==> src/design/streamPkg.sv <==
// shared widths, the datapath mode and the lane view of a stream word
// every stream word is 32 bits, seen as four signed 8-bit lanes where needed

package streamPkg;

  // width of every stream word
  parameter int DataWidth = 32;

  // lane layout of one word, lane 0 sits in the low byte
  parameter int LaneCount = 4;
  parameter int LaneWidth = 8;

  // each lane-pair sum is widened to this many bits
  parameter int SumWidth = 16;

  // datapath selected by the control block
  // the unused fourth code behaves as accumulate
  typedef enum logic [1:0] {
    ModeAcc      = 2'd0,
    ModeLane     = 2'd1,
    ModeScramble = 2'd2
  } streamMode_e;

  // one signed lane
  typedef logic signed [LaneWidth-1:0] lane_t;

  // one stream word, read either as a raw integer or as signed lanes
  typedef union packed {
    logic [DataWidth-1:0]    raw;
    lane_t [LaneCount-1:0]   lanes;
  } laneWord_u;

endpackage
==> src/design/streamSubsystem.sv <==
// top level: counter or external source, three datapaths, one output stream
// input acceptance to outValid is one cycle

`timescale 1ns/1ps

module streamSubsystem #(
  parameter logic [streamPkg::DataWidth-1:0] CountStart = '0,
  parameter logic [streamPkg::DataWidth-1:0] PadSeed    = 32'h5a3c_96e1
) (
  input  logic                              clk,
  input  logic                              rstn,
  input  logic                              srcSel,
  input  logic                              modeLoad,
  input  streamPkg::streamMode_e            newMode,
  output logic                              modeBusy,
  input  logic                              inValid,
  input  logic [streamPkg::DataWidth-1:0]   inData,
  output logic                              inReady,
  output logic                              outValid,
  output logic [streamPkg::DataWidth-1:0]   outData,
  input  logic                              outReady
);

  logic cntValid;
  logic cntReady;
  logic [streamPkg::DataWidth-1:0] cntData;
  logic [streamPkg::DataWidth-1:0] srcData;

  logic accValid;
  logic accReady;
  logic accOutValid;
  logic accOutReady;
  logic [streamPkg::DataWidth-1:0] accOutData;

  logic laneValid;
  logic laneReady;
  logic laneOutValid;
  logic laneOutReady;
  logic [streamPkg::DataWidth-1:0] laneOutData;

  logic scrValid;
  logic scrReady;
  logic scrOutValid;
  logic scrOutReady;
  logic [streamPkg::DataWidth-1:0] scrOutData;

  streamCtrl u_streamCtrl (
    .clk          (clk),
    .rstn         (rstn),
    .srcSel       (srcSel),
    .modeLoad     (modeLoad),
    .newMode      (newMode),
    .modeBusy     (modeBusy),
    .inValid      (inValid),
    .inData       (inData),
    .inReady      (inReady),
    .cntValid     (cntValid),
    .cntData      (cntData),
    .cntReady     (cntReady),
    .srcData      (srcData),
    .accValid     (accValid),
    .laneValid    (laneValid),
    .scrValid     (scrValid),
    .accReady     (accReady),
    .laneReady    (laneReady),
    .scrReady     (scrReady),
    .accOutValid  (accOutValid),
    .accOutData   (accOutData),
    .laneOutValid (laneOutValid),
    .laneOutData  (laneOutData),
    .scrOutValid  (scrOutValid),
    .scrOutData   (scrOutData),
    .accOutReady  (accOutReady),
    .laneOutReady (laneOutReady),
    .scrOutReady  (scrOutReady),
    .outValid     (outValid),
    .outData      (outData),
    .outReady     (outReady)
  );

  intCountSource #(.CountStart(CountStart)) u_intCountSource (
    .clk      (clk),
    .rstn     (rstn),
    .cntValid (cntValid),
    .cntData  (cntData),
    .cntReady (cntReady)
  );

  intAccumulator u_intAccumulator (
    .clk         (clk),
    .rstn        (rstn),
    .accValid    (accValid),
    .srcData     (srcData),
    .accReady    (accReady),
    .accOutValid (accOutValid),
    .accOutData  (accOutData),
    .accOutReady (accOutReady)
  );

  laneSum u_laneSum (
    .clk          (clk),
    .rstn         (rstn),
    .laneValid    (laneValid),
    .srcData      (srcData),
    .laneReady    (laneReady),
    .laneOutValid (laneOutValid),
    .laneOutData  (laneOutData),
    .laneOutReady (laneOutReady)
  );

  blobScrambler #(.PadSeed(PadSeed)) u_blobScrambler (
    .clk         (clk),
    .rstn        (rstn),
    .scrValid    (scrValid),
    .srcData     (srcData),
    .scrReady    (scrReady),
    .scrOutValid (scrOutValid),
    .scrOutData  (scrOutData),
    .scrOutReady (scrOutReady)
  );

endmodule

==> src/design/blobScrambler.sv <==
// XOR scrambler, the pad rotates right by one lane on each accepted word
// pad state survives mode changes and returns to PadSeed only on reset

`timescale 1ns/1ps

module blobScrambler #(
  parameter logic [streamPkg::DataWidth-1:0] PadSeed = 32'h5a3c_96e1
) (
  input  logic                              clk,
  input  logic                              rstn,
  input  logic                              scrValid,
  input  logic [streamPkg::DataWidth-1:0]   srcData,
  output logic                              scrReady,
  output logic                              scrOutValid,
  output logic [streamPkg::DataWidth-1:0]   scrOutData,
  input  logic                              scrOutReady
);

  localparam int Shift = streamPkg::LaneWidth;

  logic [streamPkg::DataWidth-1:0] pad;
  logic [streamPkg::DataWidth-1:0] padNext;
  logic accept;

  // rotate right by one byte
  assign padNext = {pad[Shift-1:0], pad[streamPkg::DataWidth-1:Shift]};

  assign scrReady = !scrOutValid || scrOutReady;
  assign accept   = scrValid && scrReady;

  always_ff @(posedge clk) begin
    if (!rstn) begin
      pad         <= PadSeed;
      scrOutValid <= 1'b0;
    end else begin
      if (accept) begin
        pad         <= padNext;
        scrOutValid <= 1'b1;
      end else if (scrOutReady) begin
        scrOutValid <= 1'b0;
      end
    end
  end

  // the current pad is used, the rotated one serves the next word
  always_ff @(posedge clk) begin
    if (accept) begin
      scrOutData <= srcData ^ pad;
    end
  end

endmodule

==> src/design/laneSum.sv <==
// signed pairwise lane adder, one registered result per accepted word
// low half holds lane0+lane1, high half holds lane2+lane3, both sign-extended

`timescale 1ns/1ps

module laneSum (
  input  logic                              clk,
  input  logic                              rstn,
  input  logic                              laneValid,
  input  logic [streamPkg::DataWidth-1:0]   srcData,
  output logic                              laneReady,
  output logic                              laneOutValid,
  output logic [streamPkg::DataWidth-1:0]   laneOutData,
  input  logic                              laneOutReady
);

  streamPkg::laneWord_u word;
  logic signed [streamPkg::SumWidth-1:0] sumLow;
  logic signed [streamPkg::SumWidth-1:0] sumHigh;
  logic accept;

  assign word.raw = srcData;

  // widen each lane before adding so -128 + -128 stays exact
  assign sumLow  = streamPkg::SumWidth'($signed(word.lanes[0]))
                 + streamPkg::SumWidth'($signed(word.lanes[1]));
  assign sumHigh = streamPkg::SumWidth'($signed(word.lanes[2]))
                 + streamPkg::SumWidth'($signed(word.lanes[3]));

  assign laneReady = !laneOutValid || laneOutReady;
  assign accept    = laneValid && laneReady;

  always_ff @(posedge clk) begin
    if (!rstn) begin
      laneOutValid <= 1'b0;
    end else begin
      if (accept) begin
        laneOutValid <= 1'b1;
      end else if (laneOutReady) begin
        laneOutValid <= 1'b0;
      end
    end
  end

  // payload only changes on acceptance
  always_ff @(posedge clk) begin
    if (accept) begin
      laneOutData <= {sumHigh, sumLow};
    end
  end

endmodule

==> src/design/intAccumulator.sv <==
// running total stage, one registered result per accepted word
// the total wraps modulo 2^32 and clears only on reset

`timescale 1ns/1ps

module intAccumulator (
  input  logic                              clk,
  input  logic                              rstn,
  input  logic                              accValid,
  input  logic [streamPkg::DataWidth-1:0]   srcData,
  output logic                              accReady,
  output logic                              accOutValid,
  output logic [streamPkg::DataWidth-1:0]   accOutData,
  input  logic                              accOutReady
);

  logic [streamPkg::DataWidth-1:0] total;
  logic accept;

  // ready when empty or when the held result leaves this cycle
  assign accReady = !accOutValid || accOutReady;
  assign accept   = accValid && accReady;

  // the result register is the total itself, held until it is taken
  assign accOutData = total;

  always_ff @(posedge clk) begin
    if (!rstn) begin
      total       <= '0;
      accOutValid <= 1'b0;
    end else begin
      if (accept) begin
        total       <= total + srcData;
        accOutValid <= 1'b1;
      end else if (accOutReady) begin
        accOutValid <= 1'b0;
      end
    end
  end

endmodule

==> src/design/intCountSource.sv <==
// incrementing integer producer, wraps at 32 bits
// valid rises on the first edge after reset and then stays high

`timescale 1ns/1ps

module intCountSource #(
  parameter logic [streamPkg::DataWidth-1:0] CountStart = '0
) (
  input  logic                              clk,
  input  logic                              rstn,
  output logic                              cntValid,
  output logic [streamPkg::DataWidth-1:0]   cntData,
  input  logic                              cntReady
);

  logic [streamPkg::DataWidth-1:0] count;

  assign cntData = count;

  always_ff @(posedge clk) begin
    if (!rstn) begin
      count    <= CountStart;
      cntValid <= 1'b0;
    end else begin
      cntValid <= 1'b1;
      // advance only when the current value has been taken
      if (cntValid && cntReady) begin
        count <= count + 1'b1;
      end
    end
  end

endmodule

==> src/design/streamCtrl.sv <==
// mode register, source select, routing to one datapath and output merge
// a mode change stalls both sources until every stage has drained
// the fourth mode code is stored as accumulate

`timescale 1ns/1ps

module streamCtrl (
  input  logic                              clk,
  input  logic                              rstn,
  input  logic                              srcSel,
  input  logic                              modeLoad,
  input  streamPkg::streamMode_e            newMode,
  output logic                              modeBusy,
  input  logic                              inValid,
  input  logic [streamPkg::DataWidth-1:0]   inData,
  output logic                              inReady,
  input  logic                              cntValid,
  input  logic [streamPkg::DataWidth-1:0]   cntData,
  output logic                              cntReady,
  output logic [streamPkg::DataWidth-1:0]   srcData,
  output logic                              accValid,
  output logic                              laneValid,
  output logic                              scrValid,
  input  logic                              accReady,
  input  logic                              laneReady,
  input  logic                              scrReady,
  input  logic                              accOutValid,
  input  logic [streamPkg::DataWidth-1:0]   accOutData,
  input  logic                              laneOutValid,
  input  logic [streamPkg::DataWidth-1:0]   laneOutData,
  input  logic                              scrOutValid,
  input  logic [streamPkg::DataWidth-1:0]   scrOutData,
  output logic                              accOutReady,
  output logic                              laneOutReady,
  output logic                              scrOutReady,
  output logic                              outValid,
  output logic [streamPkg::DataWidth-1:0]   outData,
  input  logic                              outReady
);

  streamPkg::streamMode_e mode;
  streamPkg::streamMode_e pendMode;
  streamPkg::streamMode_e loadMode;
  logic live;
  logic drained;
  logic gate;
  logic srcValid;
  logic stageReady;

  // fold the unused code onto accumulate before it is stored
  always_comb begin
    case (newMode)
      streamPkg::ModeLane, streamPkg::ModeScramble: loadMode = newMode;
      default: loadMode = streamPkg::ModeAcc;
    endcase
  end

  assign drained = !(accOutValid || laneOutValid || scrOutValid);

  // modeBusy doubles as the pending flag
  always_ff @(posedge clk) begin
    if (!rstn) begin
      mode     <= streamPkg::ModeAcc;
      pendMode <= streamPkg::ModeAcc;
      modeBusy <= 1'b0;
      live     <= 1'b0;
    end else begin
      live <= 1'b1;
      if (modeLoad) begin
        // a later request replaces one still waiting
        pendMode <= loadMode;
        modeBusy <= 1'b1;
      end else if (modeBusy && drained) begin
        mode     <= pendMode;
        modeBusy <= 1'b0;
      end
    end
  end

  // sources stay stalled in the first cycle after reset and during a change
  assign gate     = live && !modeBusy;
  assign srcValid = srcSel ? cntValid : inValid;
  assign srcData  = srcSel ? cntData : inData;

  always_comb begin
    accValid   = 1'b0;
    laneValid  = 1'b0;
    scrValid   = 1'b0;
    stageReady = accReady;
    case (mode)
      streamPkg::ModeLane: begin
        laneValid  = srcValid && gate;
        stageReady = laneReady;
      end
      streamPkg::ModeScramble: begin
        scrValid   = srcValid && gate;
        stageReady = scrReady;
      end
      default: begin
        accValid   = srcValid && gate;
        stageReady = accReady;
      end
    endcase
  end

  // the unselected source always sees ready low
  assign cntReady = srcSel && gate && stageReady;
  assign inReady  = !srcSel && gate && stageReady;

  // at most one stage holds data, the fixed priority only matters for safety
  assign outValid = accOutValid || laneOutValid || scrOutValid;

  always_comb begin
    if (accOutValid) begin
      outData = accOutData;
    end else if (laneOutValid) begin
      outData = laneOutData;
    end else begin
      outData = scrOutData;
    end
  end

  assign accOutReady  = outReady;
  assign laneOutReady = outReady && !accOutValid;
  assign scrOutReady  = outReady && !accOutValid && !laneOutValid;

endmodule

==> config.mk <==
export PLATFORM = sky130hd
export DESIGN_NAME = streamSubsystem
export DESIGN_NICKNAME = d
export VERILOG_FILES = /design/src/design/streamPkg.sv /design/src/design/streamSubsystem.sv /design/src/design/blobScrambler.sv /design/src/design/laneSum.sv /design/src/design/intAccumulator.sv /design/src/design/intCountSource.sv /design/src/design/streamCtrl.sv
export SDC_FILE = /design/constraint.sdc
export NUM_CORES = 1
export LEC_CHECK = 0
export BUFFER_PORTS_ARGS = -buffer_cell sky130_fd_sc_hd__buf_2
export CAP_MARGIN = 0
export CORE_UTILIZATION = 54
export CTS_BUF_LIST = sky130_fd_sc_hd__clkbuf_4
export CTS_CLUSTER_DIAMETER = 200
export DETAILED_ROUTE_END_ITERATION = 16
export HOLD_SLACK_MARGIN = 0.06
export PLACE_DENSITY = 0.7
export SLEW_MARGIN = 20
export SYNTH_ARGS = -nofsm -noshare
export SYNTH_HDL_FRONTEND = slang
export SYNTH_SLANG_ARGS = --single-unit
==> constraint.sdc <==
create_clock -name clk -period 8.44 [get_ports clk]
set_clock_uncertainty 0.05 [all_clocks]
set_input_delay 0.844 -clock clk [delete_from_list [all_inputs] [get_ports clk]]
set_output_delay 0.844 -clock clk [all_outputs]
set_load 0.02 [all_outputs]
==> results.sh, run 1 <==
export IMPL_status="complete, no violations"
export IMPL_grt_usage_pct=28.02
export IMPL_yosysUniqueCellTypes=65
export IMPL_first_pass_iters=5
export IMPL_period_share_pct=46.53
export IMPL_timing_fmax_mhz=254.6
export IMPL_crit_required_ps=8900
export IMPL_antenna_found_initial=1
export IMPL_ir_drop_uv=89.07
export IMPL_drc=0
export IMPL_layout_nets=1165
export IMPL_wirelength_um=23550
export IMPL_final_util_pct=61.23
export IMPL_hold_path_class="register to register"
export IMPL_seq_area_frac_synth_pct=39.78
export IMPL_gp_congestion=0.9424
export IMPL_syn_cell_area_um2=9057
export IMPL_endpoint_kind="register"
export IMPL_swShare_pct=28.73
export IMPL_die_h_um=131.5
export IMPL_core_um2=16120
export IMPL_pwr_share_comb_pct=14.1
export IMPL_finalMaxSlewViolations=0
export IMPL_rsz0062_at_grt="no"
export IMPL_leakagePower_nw=3.945
export IMPL_drtAntennaViolNets=0
export IMPL_wl_per_cell_um=18.08
export IMPL_synth_area_leader_cell="dfxtp_1"
export IMPL_vias=7555
export IMPL_crit_chain="buf_2 > nand2_1 > o21ai_0 > ha_1 > o211ai_2 > o211ai_2 > a221o_2 > a2111oi_4 > o32ai_2 > or3_1 > a21oi_1"
export IMPL_pin_count=75
export IMPL_avgSynthCellArea_um2=8.854
export IMPL_row_count=46
export IMPL_clk_latency_ps=590
export IMPL_dp_hpwl_um=17100
export IMPL_period_needed_ps=3927
export IMPL_synth_edf_count=50
export IMPL_design_die_area_um2=17290
export IMPL_numCtsBuffers=17
export IMPL_setup_viol=0
export IMPL_synth_common_cells="nand2_1, dfxtp_1, a21oi_1"
export IMPL_initial_core_util_pct=56.20
export IMPL_path_class="primary input to register"
export IMPL_synth_top_area_share_pct=23.21
export IMPL_ys_flop_type="dfxtp_1"
export IMPL_path_common_cell="o211ai_2"
export IMPL_maxSlewHeadroom_pct=32.87
export IMPL_die_x_um=131.5
export IMPL_drive_above_1_share_pct=14.93
export IMPL_cap_violations=0
export IMPL_clock_power_share_pct=33.1
export IMPL_tightest_slew_ps=1007
export IMPL_avgViaCountPerCell=5.803
export IMPL_synth_area_top_cells="dfxtp_1, edfxtp_1, ha_1, nand2_1, a21oi_1"
export IMPL_clk_pin_slew_ps=130
export IMPL_cts_tree="done"
export IMPL_switchingPower_w=0.0004354
export IMPL_drtIter0Drc=762
export IMPL_start_kind="primary input"
export IMPL_tns_ps=0
export IMPL_cts_resized=0
export IMPL_async_flop_share_pct=0
export IMPL_synth_nets=1116
export IMPL_critPathSlowestCell="buf_2"
export IMPL_crit_buf_inv=1
export IMPL_htreeDepth=4
export IMPL_timing_final_ws_setup_ps=4513
export IMPL_ys_warn_count=0
export IMPL_intPower_w=0.001080
export IMPL_post_cts_buffers=0
export IMPL_critPathMaxFanout=36
export IMPL_path_delay_family="compound AO/OA/AOI/OAI gates"
export IMPL_hold_violations=0
export IMPL_synth_most_common_cell="nand2_1"
export IMPL_grt_pass1_vias=6927
export IMPL_globalRouteOverflowTotal=0
export IMPL_syn_to_final_growth_pct=8.951
export IMPL_cellPowerDensity_nw_per_um2=153.6
export IMPL_cts_buffer_depth=2
export IMPL_synth_seq_cells=155
export IMPL_critPathArrivalTime_ps=4390
export IMPL_hold_buffers=0
export IMPL_grt_max_degree=85
export IMPL_crit_path_max_incr_delay_ps=600
export IMPL_grt_pass1_wl_um=37580
export IMPL_synth_cells=1023
export IMPL_port_buffers=74
export IMPL_clk_root_buffer_cell="clkbuf_4"
export IMPL_power_frac_seq_pct=52.8
export IMPL_dp_slack_ps=3960
export IMPL_clock_sinks=155
-- final timing paths --
kind                          startpoint                               to  slack (ps)  cells after the start
max reg2reg  u_intCountSource.cntData[2]  u_intAccumulator.accOutData[21]        5140                     10
min reg2reg     u_streamCtrl.pendMode[0]         u_streamCtrl.pendMode[0]         420                      2
max                               srcSel  u_intAccumulator.accOutData[21]        4510                     11
min             u_streamCtrl.pendMode[0]         u_streamCtrl.pendMode[0]         420                      2
-- worst min-delay path, stage by stage (launching register included) --
cell and delay [ps]:
dfxtp_1 330, nand2b_1 60, a21oi_1 50
-- layer usage --
metal | GRT usage, % | up-vias | wire [um]
li1 | - | 3739 | -
met2 | 42.27 | 244 | 10430
met1 | 40.49 | 3536 | 11180
met5 | 0 | - | 0
met3 | 5.015 | 36 | 1461
met4 | 8.656 | 0 | 471
-- power by group through the flow --
| stage | clock network [W] | registers [W] | logic [W] |
|---|---|---|---|
| finish | 0.000502 | 0.000799 | 0.000214 |
| global route | 0.000541 | 0.000802 | 0.000234 |
| CTS | 0.000507 | 0.000799 | 0.000212 |
| detailed placement | 0 | 0.000816 | 0.000211 |
| global placement | 0 | 0.000816 | 0.000209 |
| floorplan | 0 | 0.000807 | 0.000158 |
-- flip-flops by register name, summed over array words and instances, names as in the netlist --
signal and cells:
u_blobScrambler.pad 32, u_streamCtrl.mode 2, u_laneSum.laneOutValid 1, u_intCountSource.cntValid 1, u_laneSum.laneOutData 18, u_streamCtrl.modeBusy 1
u_intAccumulator.accOutValid 1, u_streamCtrl.pendMode 2, u_intAccumulator.accOutData 32, u_blobScrambler.scrOutValid 1, u_intCountSource.cntData 32, u_blobScrambler.scrOutData 32
-- final cells by class --
type                       instances  area (um^2)
inverter                          27        101.3
timing repair buffer              80        415.4
antenna                            1        2.502
sequential                       155         3607
multi-input combinational        791         5164
tap                              216        270.3
clock buffer                      19        142.6
clock inverter                    13        165.2
fill                            1467         6247
-- through the flow --
stage	power [W]	cells	hold slack, ps	cell area [um^2]
floorplan	0.0009645	1023	392.7	9057
global placement	0.001025	1269	406.5	9555
detailed placement	0.001027	1269	406.6	9555
CTS	0.001518	1301	427.6	9863
global route	0.001577	1302	431.1	9868
finish	0.001515	1302	424.7	9868
-- cell families (layout without fill, tap and decap cells) --
group           after synthesis  after routing  synth area share (%)
fa+ha+maj                    53             53                 7.570
simple gates                362            362                 18.18
xor+xnor                     88             88                 8.509
mux                          53             53                 6.285
other cells                   0              1                     0
compound gates              235            235                 16.44
buf+inv                      77            139                 3.232
flops                       155            155                 39.78
-- placed cells by master, fill, tap and decap left out, types with 12 or more instances in the layout --
master    Yosys  layout
a21o_1       15      15
a21oi_1     100     100
and3_1       12      12
buf_2         3      74
clkbuf_4      0      19
dfxtp_1     105     104
edfxtp_1     50      50
ha_1         50      50
inv_1        26      24
mux2_2       31      31
mux2i_1      22      22
nand2_1     165     165
nand3_1      54      54
nor2_1       60      59
nor3_1       15      15
o21ai_0      50      50
or3_1        12      12
xnor2_1      31      31
xor2_1       57      57
Power figures use the tool's default switching activity.
==> run 2, diff against run 1 <==
Clock period 8.44 ns to 4.08 ns, I/O delays scaled along.
==> results.sh, run 2 (same netlist as run 1, synthesis figures left out) <==
export IMPL_wirelength_um=24470
export IMPL_cellPowerDensity_nw_per_um2=301.3
export IMPL_tns_ps=0
export IMPL_vias=7657
export IMPL_cap_violations=0
export IMPL_initial_core_util_pct=56.20
export IMPL_crit_chain="nand2_1 > o21ai_0 > ha_1 > o211ai_2 > o211ai_2 > a221o_2 > a2111oi_4 > o32ai_2 > or3_1 > a21oi_1"
export IMPL_hold_violations=0
export IMPL_die_x_um=131.5
export IMPL_post_cts_buffers=0
export IMPL_path_common_cell="o211ai_2"
export IMPL_clk_root_buffer_cell="clkbuf_4"
export IMPL_crit_path_max_incr_delay_ps=520
export IMPL_htreeDepth=4
export IMPL_critPathSlowestCell="a2111oi_4"
export IMPL_start_kind="register"
export IMPL_ir_drop_uv=217.5
export IMPL_crit_required_ps=4540
export IMPL_numCtsBuffers=17
export IMPL_layout_nets=1180
export IMPL_port_buffers=74
export IMPL_clk_latency_ps=580
export IMPL_clk_pin_slew_ps=140
export IMPL_grt_max_degree=58
export IMPL_final_util_pct=61.68
export IMPL_critPathMaxFanout=5
export IMPL_path_delay_family="compound AO/OA/AOI/OAI gates"
export IMPL_path_class="register to register"
export IMPL_final_cell_mix="nand2_1, dfxtp_1, a21oi_1, buf_2, nor2_1"
export IMPL_wl_per_cell_um=18.58
export IMPL_status="complete, no violations"
export IMPL_row_count=46
export IMPL_grt_pass1_wl_um=38480
export IMPL_design_die_area_um2=17290
export IMPL_first_pass_iters=5
export IMPL_ff2ff_setup_slack_ps=800
export IMPL_cts_tree="done"
export IMPL_critPathArrivalTime_ps=3740
export IMPL_grt_pass1_vias=7067
export IMPL_clock_sinks=155
export IMPL_endpoint_kind="register"
export IMPL_hold_path_class="primary input to register"
export IMPL_period_needed_ps=3276
export IMPL_drive_above_1_share_pct=15.55
export IMPL_dp_slack_ps=359.8
export IMPL_drc=0
export IMPL_num_fill_cells=1448
export IMPL_timing_fmax_mhz=305.3
export IMPL_gp_congestion=0.9718
export IMPL_rsz0062_at_grt="no"
export IMPL_leakagePower_nw=3.976
export IMPL_setup_viol=0
export IMPL_period_share_pct=80.29
export IMPL_pin_count=75
export IMPL_tightest_slew_ps=1036
export IMPL_antenna_found_initial=1
export IMPL_syn_to_final_growth_pct=9.739
export IMPL_finalMaxSlewViolations=0
export IMPL_die_h_um=131.5
export IMPL_final_common_cell="nand2_1"
export IMPL_drtAntennaViolNets=0
export IMPL_crit_buf_inv=0
export IMPL_cts_buffer_depth=2
export IMPL_core_um2=16120
export IMPL_grt_usage_pct=28.92
export IMPL_dp_hpwl_um=18250
export IMPL_avgViaCountPerCell=5.814
export IMPL_drtIter0Drc=661
export IMPL_maxSlewHeadroom_pct=30.84
export IMPL_globalRouteOverflowTotal=0
export IMPL_timing_final_ws_setup_ps=804.1
-- run 2: per-layer routing --
| metal | up-vias | track usage [%] | share of wire (%) |
|---|---|---|---|
| li1 | 3772 | - | - |
| met4 | 0 | 9.496 | 2.3 |
| met1 | 3591 | 41.47 | 48 |
| met2 | 257 | 44.00 | 44 |
| met3 | 37 | 4.823 | 6.1 |
| met5 | - | 0 | 0 |
-- run 2: worst min-delay path, stage by stage --
cell	delay [ps]
buf_2	130
inv_1	60
nand2_1	80
a21oi_1	60
-- run 2: stage by stage --
stage | hold slack [ps] | instances | total power (W) | instance area (um^2)
after floorplan | 385.7 | 1023 | 0.001995 | 9057
after global placement | 405.4 | 1277 | 0.002134 | 9615
after detailed placement | 408.8 | 1277 | 0.002134 | 9615
after CTS | 87.07 | 1316 | 0.003001 | 9937
after global routing | 114.7 | 1317 | 0.003116 | 9940
final | 131.8 | 1317 | 0.002995 | 9940
-- run 2: final timing paths --
kind,startpoint,endpoint,cells past startpoint
hold / removal,outReady,u_intAccumulator.accOutValid,4
setup / recovery,u_intCountSource.cntData[2],u_intAccumulator.accOutData[21],10
hold reg to reg,u_intAccumulator.accOutData[31],u_intAccumulator.accOutData[31],2
setup reg to reg,u_intCountSource.cntData[2],u_intAccumulator.accOutData[21],10
-- run 2: repair_timing --
item / 4_1_cts / 5_1_grt
hold buffers: 7 / 0
hold endpoints to repair: 3 / 0
gates resized for setup: 0 / 0
-- run 2: final cells by class --
| type | count | area (um^2) | share of cell area (%) |
|---|---|---|---|
| diodes | 1 | 2.502 | 0.02518 |
| flip-flops and latches | 155 | 3605 | 36.27 |
| multi-input cells | 791 | 5164 | 51.95 |
| clock inverters | 13 | 108.9 | 1.095 |
| repair buffers | 95 | 545.5 | 5.488 |
| clock buffers | 19 | 142.6 | 1.435 |
| inverters | 27 | 101.3 | 1.020 |
| well taps | 216 | 270.3 | 2.719 |
-- run 2: where the power goes --
group / leakage, nW / internal (W) / switching [W]
Sequential: 1.30 / 0.00162 / 0.0000282
Combinational: 2.55 / 0.000176 / 0.000290
Clock: 0.128 / 0.000270 / 0.000612
==> run 3, diff against run 2 <==
Settings changed: PLACE_DENSITY 0.7 to 0.73.
Clock period 4.08 ns to 2.8 ns, I/O delays scaled along.
==> results.sh, run 3 (same netlist as run 1, synthesis figures left out) <==
export IMPL_drc=0
export IMPL_clk_root_buffer_cell="clkbuf_4"
export IMPL_intPower_w=0.003426
export IMPL_seqCellArea_um2=3608
export IMPL_wl_met1_um=11550
export IMPL_first_pass_iters=6
export IMPL_antenna_found_initial=1
export IMPL_status="complete, but fails checks"
export IMPL_globalRouteOverflowTotal=0
export IMPL_power_frac_seq_pct=50.0
export IMPL_clk_latency_ps=570
export IMPL_port_buffers=74
export IMPL_swShare_pct=28.55
export IMPL_clk_pin_slew_ps=150
export IMPL_placed_area_um2=10980
export IMPL_setup_viol=4
export IMPL_whs_ps=104.8
export IMPL_grt_usage_pct=32.34
export IMPL_ir_drop_uv=307.2
export IMPL_final_cell_mix="nand2_1, buf_4, dfxtp_1, a21oi_1, buf_2"
export IMPL_initial_core_util_pct=56.20
export IMPL_violations="setup timing"
export IMPL_rsz0062_at_grt="yes"
export IMPL_route_top_layer_used="met4"
export IMPL_pin_count=75
export IMPL_design_die_area_um2=17290
export IMPL_htreeDepth=4
export IMPL_tightest_slew_ps=689.5
export IMPL_pwr_share_comb_pct=18.6
export IMPL_die_h_um=131.5
export IMPL_core_um2=16120
export IMPL_leakagePower_nw=4.853
export IMPL_multi_input_area_um2=5468
export IMPL_cts_tree="done"
export IMPL_endpoint_kind="register"
export IMPL_switchingPower_w=0.001369
export IMPL_period_needed_ps=2904
export IMPL_path_class="register to register"
export IMPL_p_total_w=0.004795
export IMPL_wl_met2_um=12950
export IMPL_timing_final_ws_setup_ps=-104.5
export IMPL_drtIter0Drc=886
export IMPL_numCtsBuffers=17
export IMPL_drtAntennaViolNets=0
export IMPL_gp_congestion=0.9793
export IMPL_num_fill_cells=1245
export IMPL_clock_sinks=155
export IMPL_finalMaxSlewViolations=0
export IMPL_grt_max_degree=68
export IMPL_layout_nets=1334
export IMPL_layout_cells_non_filler=1471
export IMPL_routed_wl_met3_um=1701
export IMPL_final_util_pct=71.70
export IMPL_cellPowerDensity_nw_per_um2=415.0
export IMPL_maxSlewHeadroom_pct=54.03
export IMPL_hold_path_class="primary input to register"
export IMPL_final_common_cell="nand2_1"
export IMPL_clock_power_share_pct=31.4
export IMPL_timing_fmax_mhz=344.3
export IMPL_start_kind="register"
export IMPL_period_share_pct=103.7
export IMPL_grt_pass1_vias=8386
export IMPL_critPathMaxFanout=3
export IMPL_crit_required_ps=3270
export IMPL_avgViaCountPerCell=5.849
export IMPL_stdcell_area_um2=11550
export IMPL_dp_hpwl_um=20330
export IMPL_syn_to_final_growth_pct=27.57
export IMPL_wl_per_cell_um=18.71
export IMPL_wirelength_um=27520
export IMPL_cts_buffer_depth=2
export IMPL_dp_cells=1421
export IMPL_grt_pass1_wl_um=43320
export IMPL_die_x_um=131.5
export IMPL_drive_above_1_share_pct=28.63
export IMPL_cap_violations=0
export IMPL_row_count=46
export IMPL_critPathArrivalTime_ps=3380
export IMPL_vias=8604
export IMPL_hold_violations=0
[run 3: changes by cell type in the layout (fill, tap and decap cells not counted), sizes merged]
cell | before | now
buf | 88 | 240
bufinv | 0 | 3
clkbuf | 19 | 21
clkinv | 3 | 4
clkinvlp | 4 | 2
dlygate4sd3 | 7 | 9
inv | 33 | 29
[run 3: what timing repair did]
action / CTS / global route
cloned: 0 / 0
setup buffers: 5 / 3
pin swaps: 8 / 14
setup endpoints to repair: 12 / 21
hold endpoints to repair: 7 / 0
resized for setup: 10 / 15
hold buffers: 9 / 0
[run 3: routing by layer]
layer / GRT usage (%) / up-vias
met4: 16.34 / 0
met1: 40.47 / 4084
met5: 0 / -
li1: - / 4084
met2: 53.20 / 348
met3: 5.980 / 88
[run 3: cell type report]
cell class / count / area share (%)
antenna: 1 / 0.02166
tap: 216 / 2.339
multi-input combinational: 791 / 47.32
sequential: 155 / 31.23
timing repair buffer: 249 / 15.59
inverter: 27 / 0.8771
clock inverter: 11 / 1.256
clock buffer: 21 / 1.364
[run 3: through the flow]
stage / setup TNS [ps] / worst slack (ps)
global route: -1227 / -215.9
CTS: -41.51 / -25.36
global placement: -4213 / -302.8
finish: -224.6 / -104.5
detailed placement: -5161 / -342.8
floorplan: -327.1 / -122.2
[run 3: worst paths after layout]
path | startpoint | to | slack [ps] | cells after the start
setup / recovery | u_intCountSource.cntData[0] | u_intAccumulator.accOutData[21] | -100 | 10
hold / removal | rstn | u_intAccumulator.accOutData[26] | 100 | 4
setup reg to reg | u_intCountSource.cntData[0] | u_intAccumulator.accOutData[21] | -100 | 10
hold reg to reg | u_intAccumulator.accOutData[31] | u_intAccumulator.accOutData[31] | 440 | 2
[run 3: power by group through the flow]
stage                     logic [W]  clock network, W  registers [W]
after floorplan            0.000514                 0        0.00244
after global placement     0.000818                 0        0.00244
after detailed placement   0.000839                 0        0.00245
after CTS                  0.000865           0.00150        0.00240
after global routing       0.000960           0.00160        0.00240
final                      0.000890           0.00151        0.00240
[run 3: worst max-delay path, stage by stage (launching register included)]
cell and delay [ps]:
dfxtp_2 350, mux2_4 280, ha_4 180, buf_6 120, a211oi_4 230, o211ai_2 140
a221o_2 400, a2111oi_4 450, o32ai_2 170, or3_1 380, a21oi_2 110
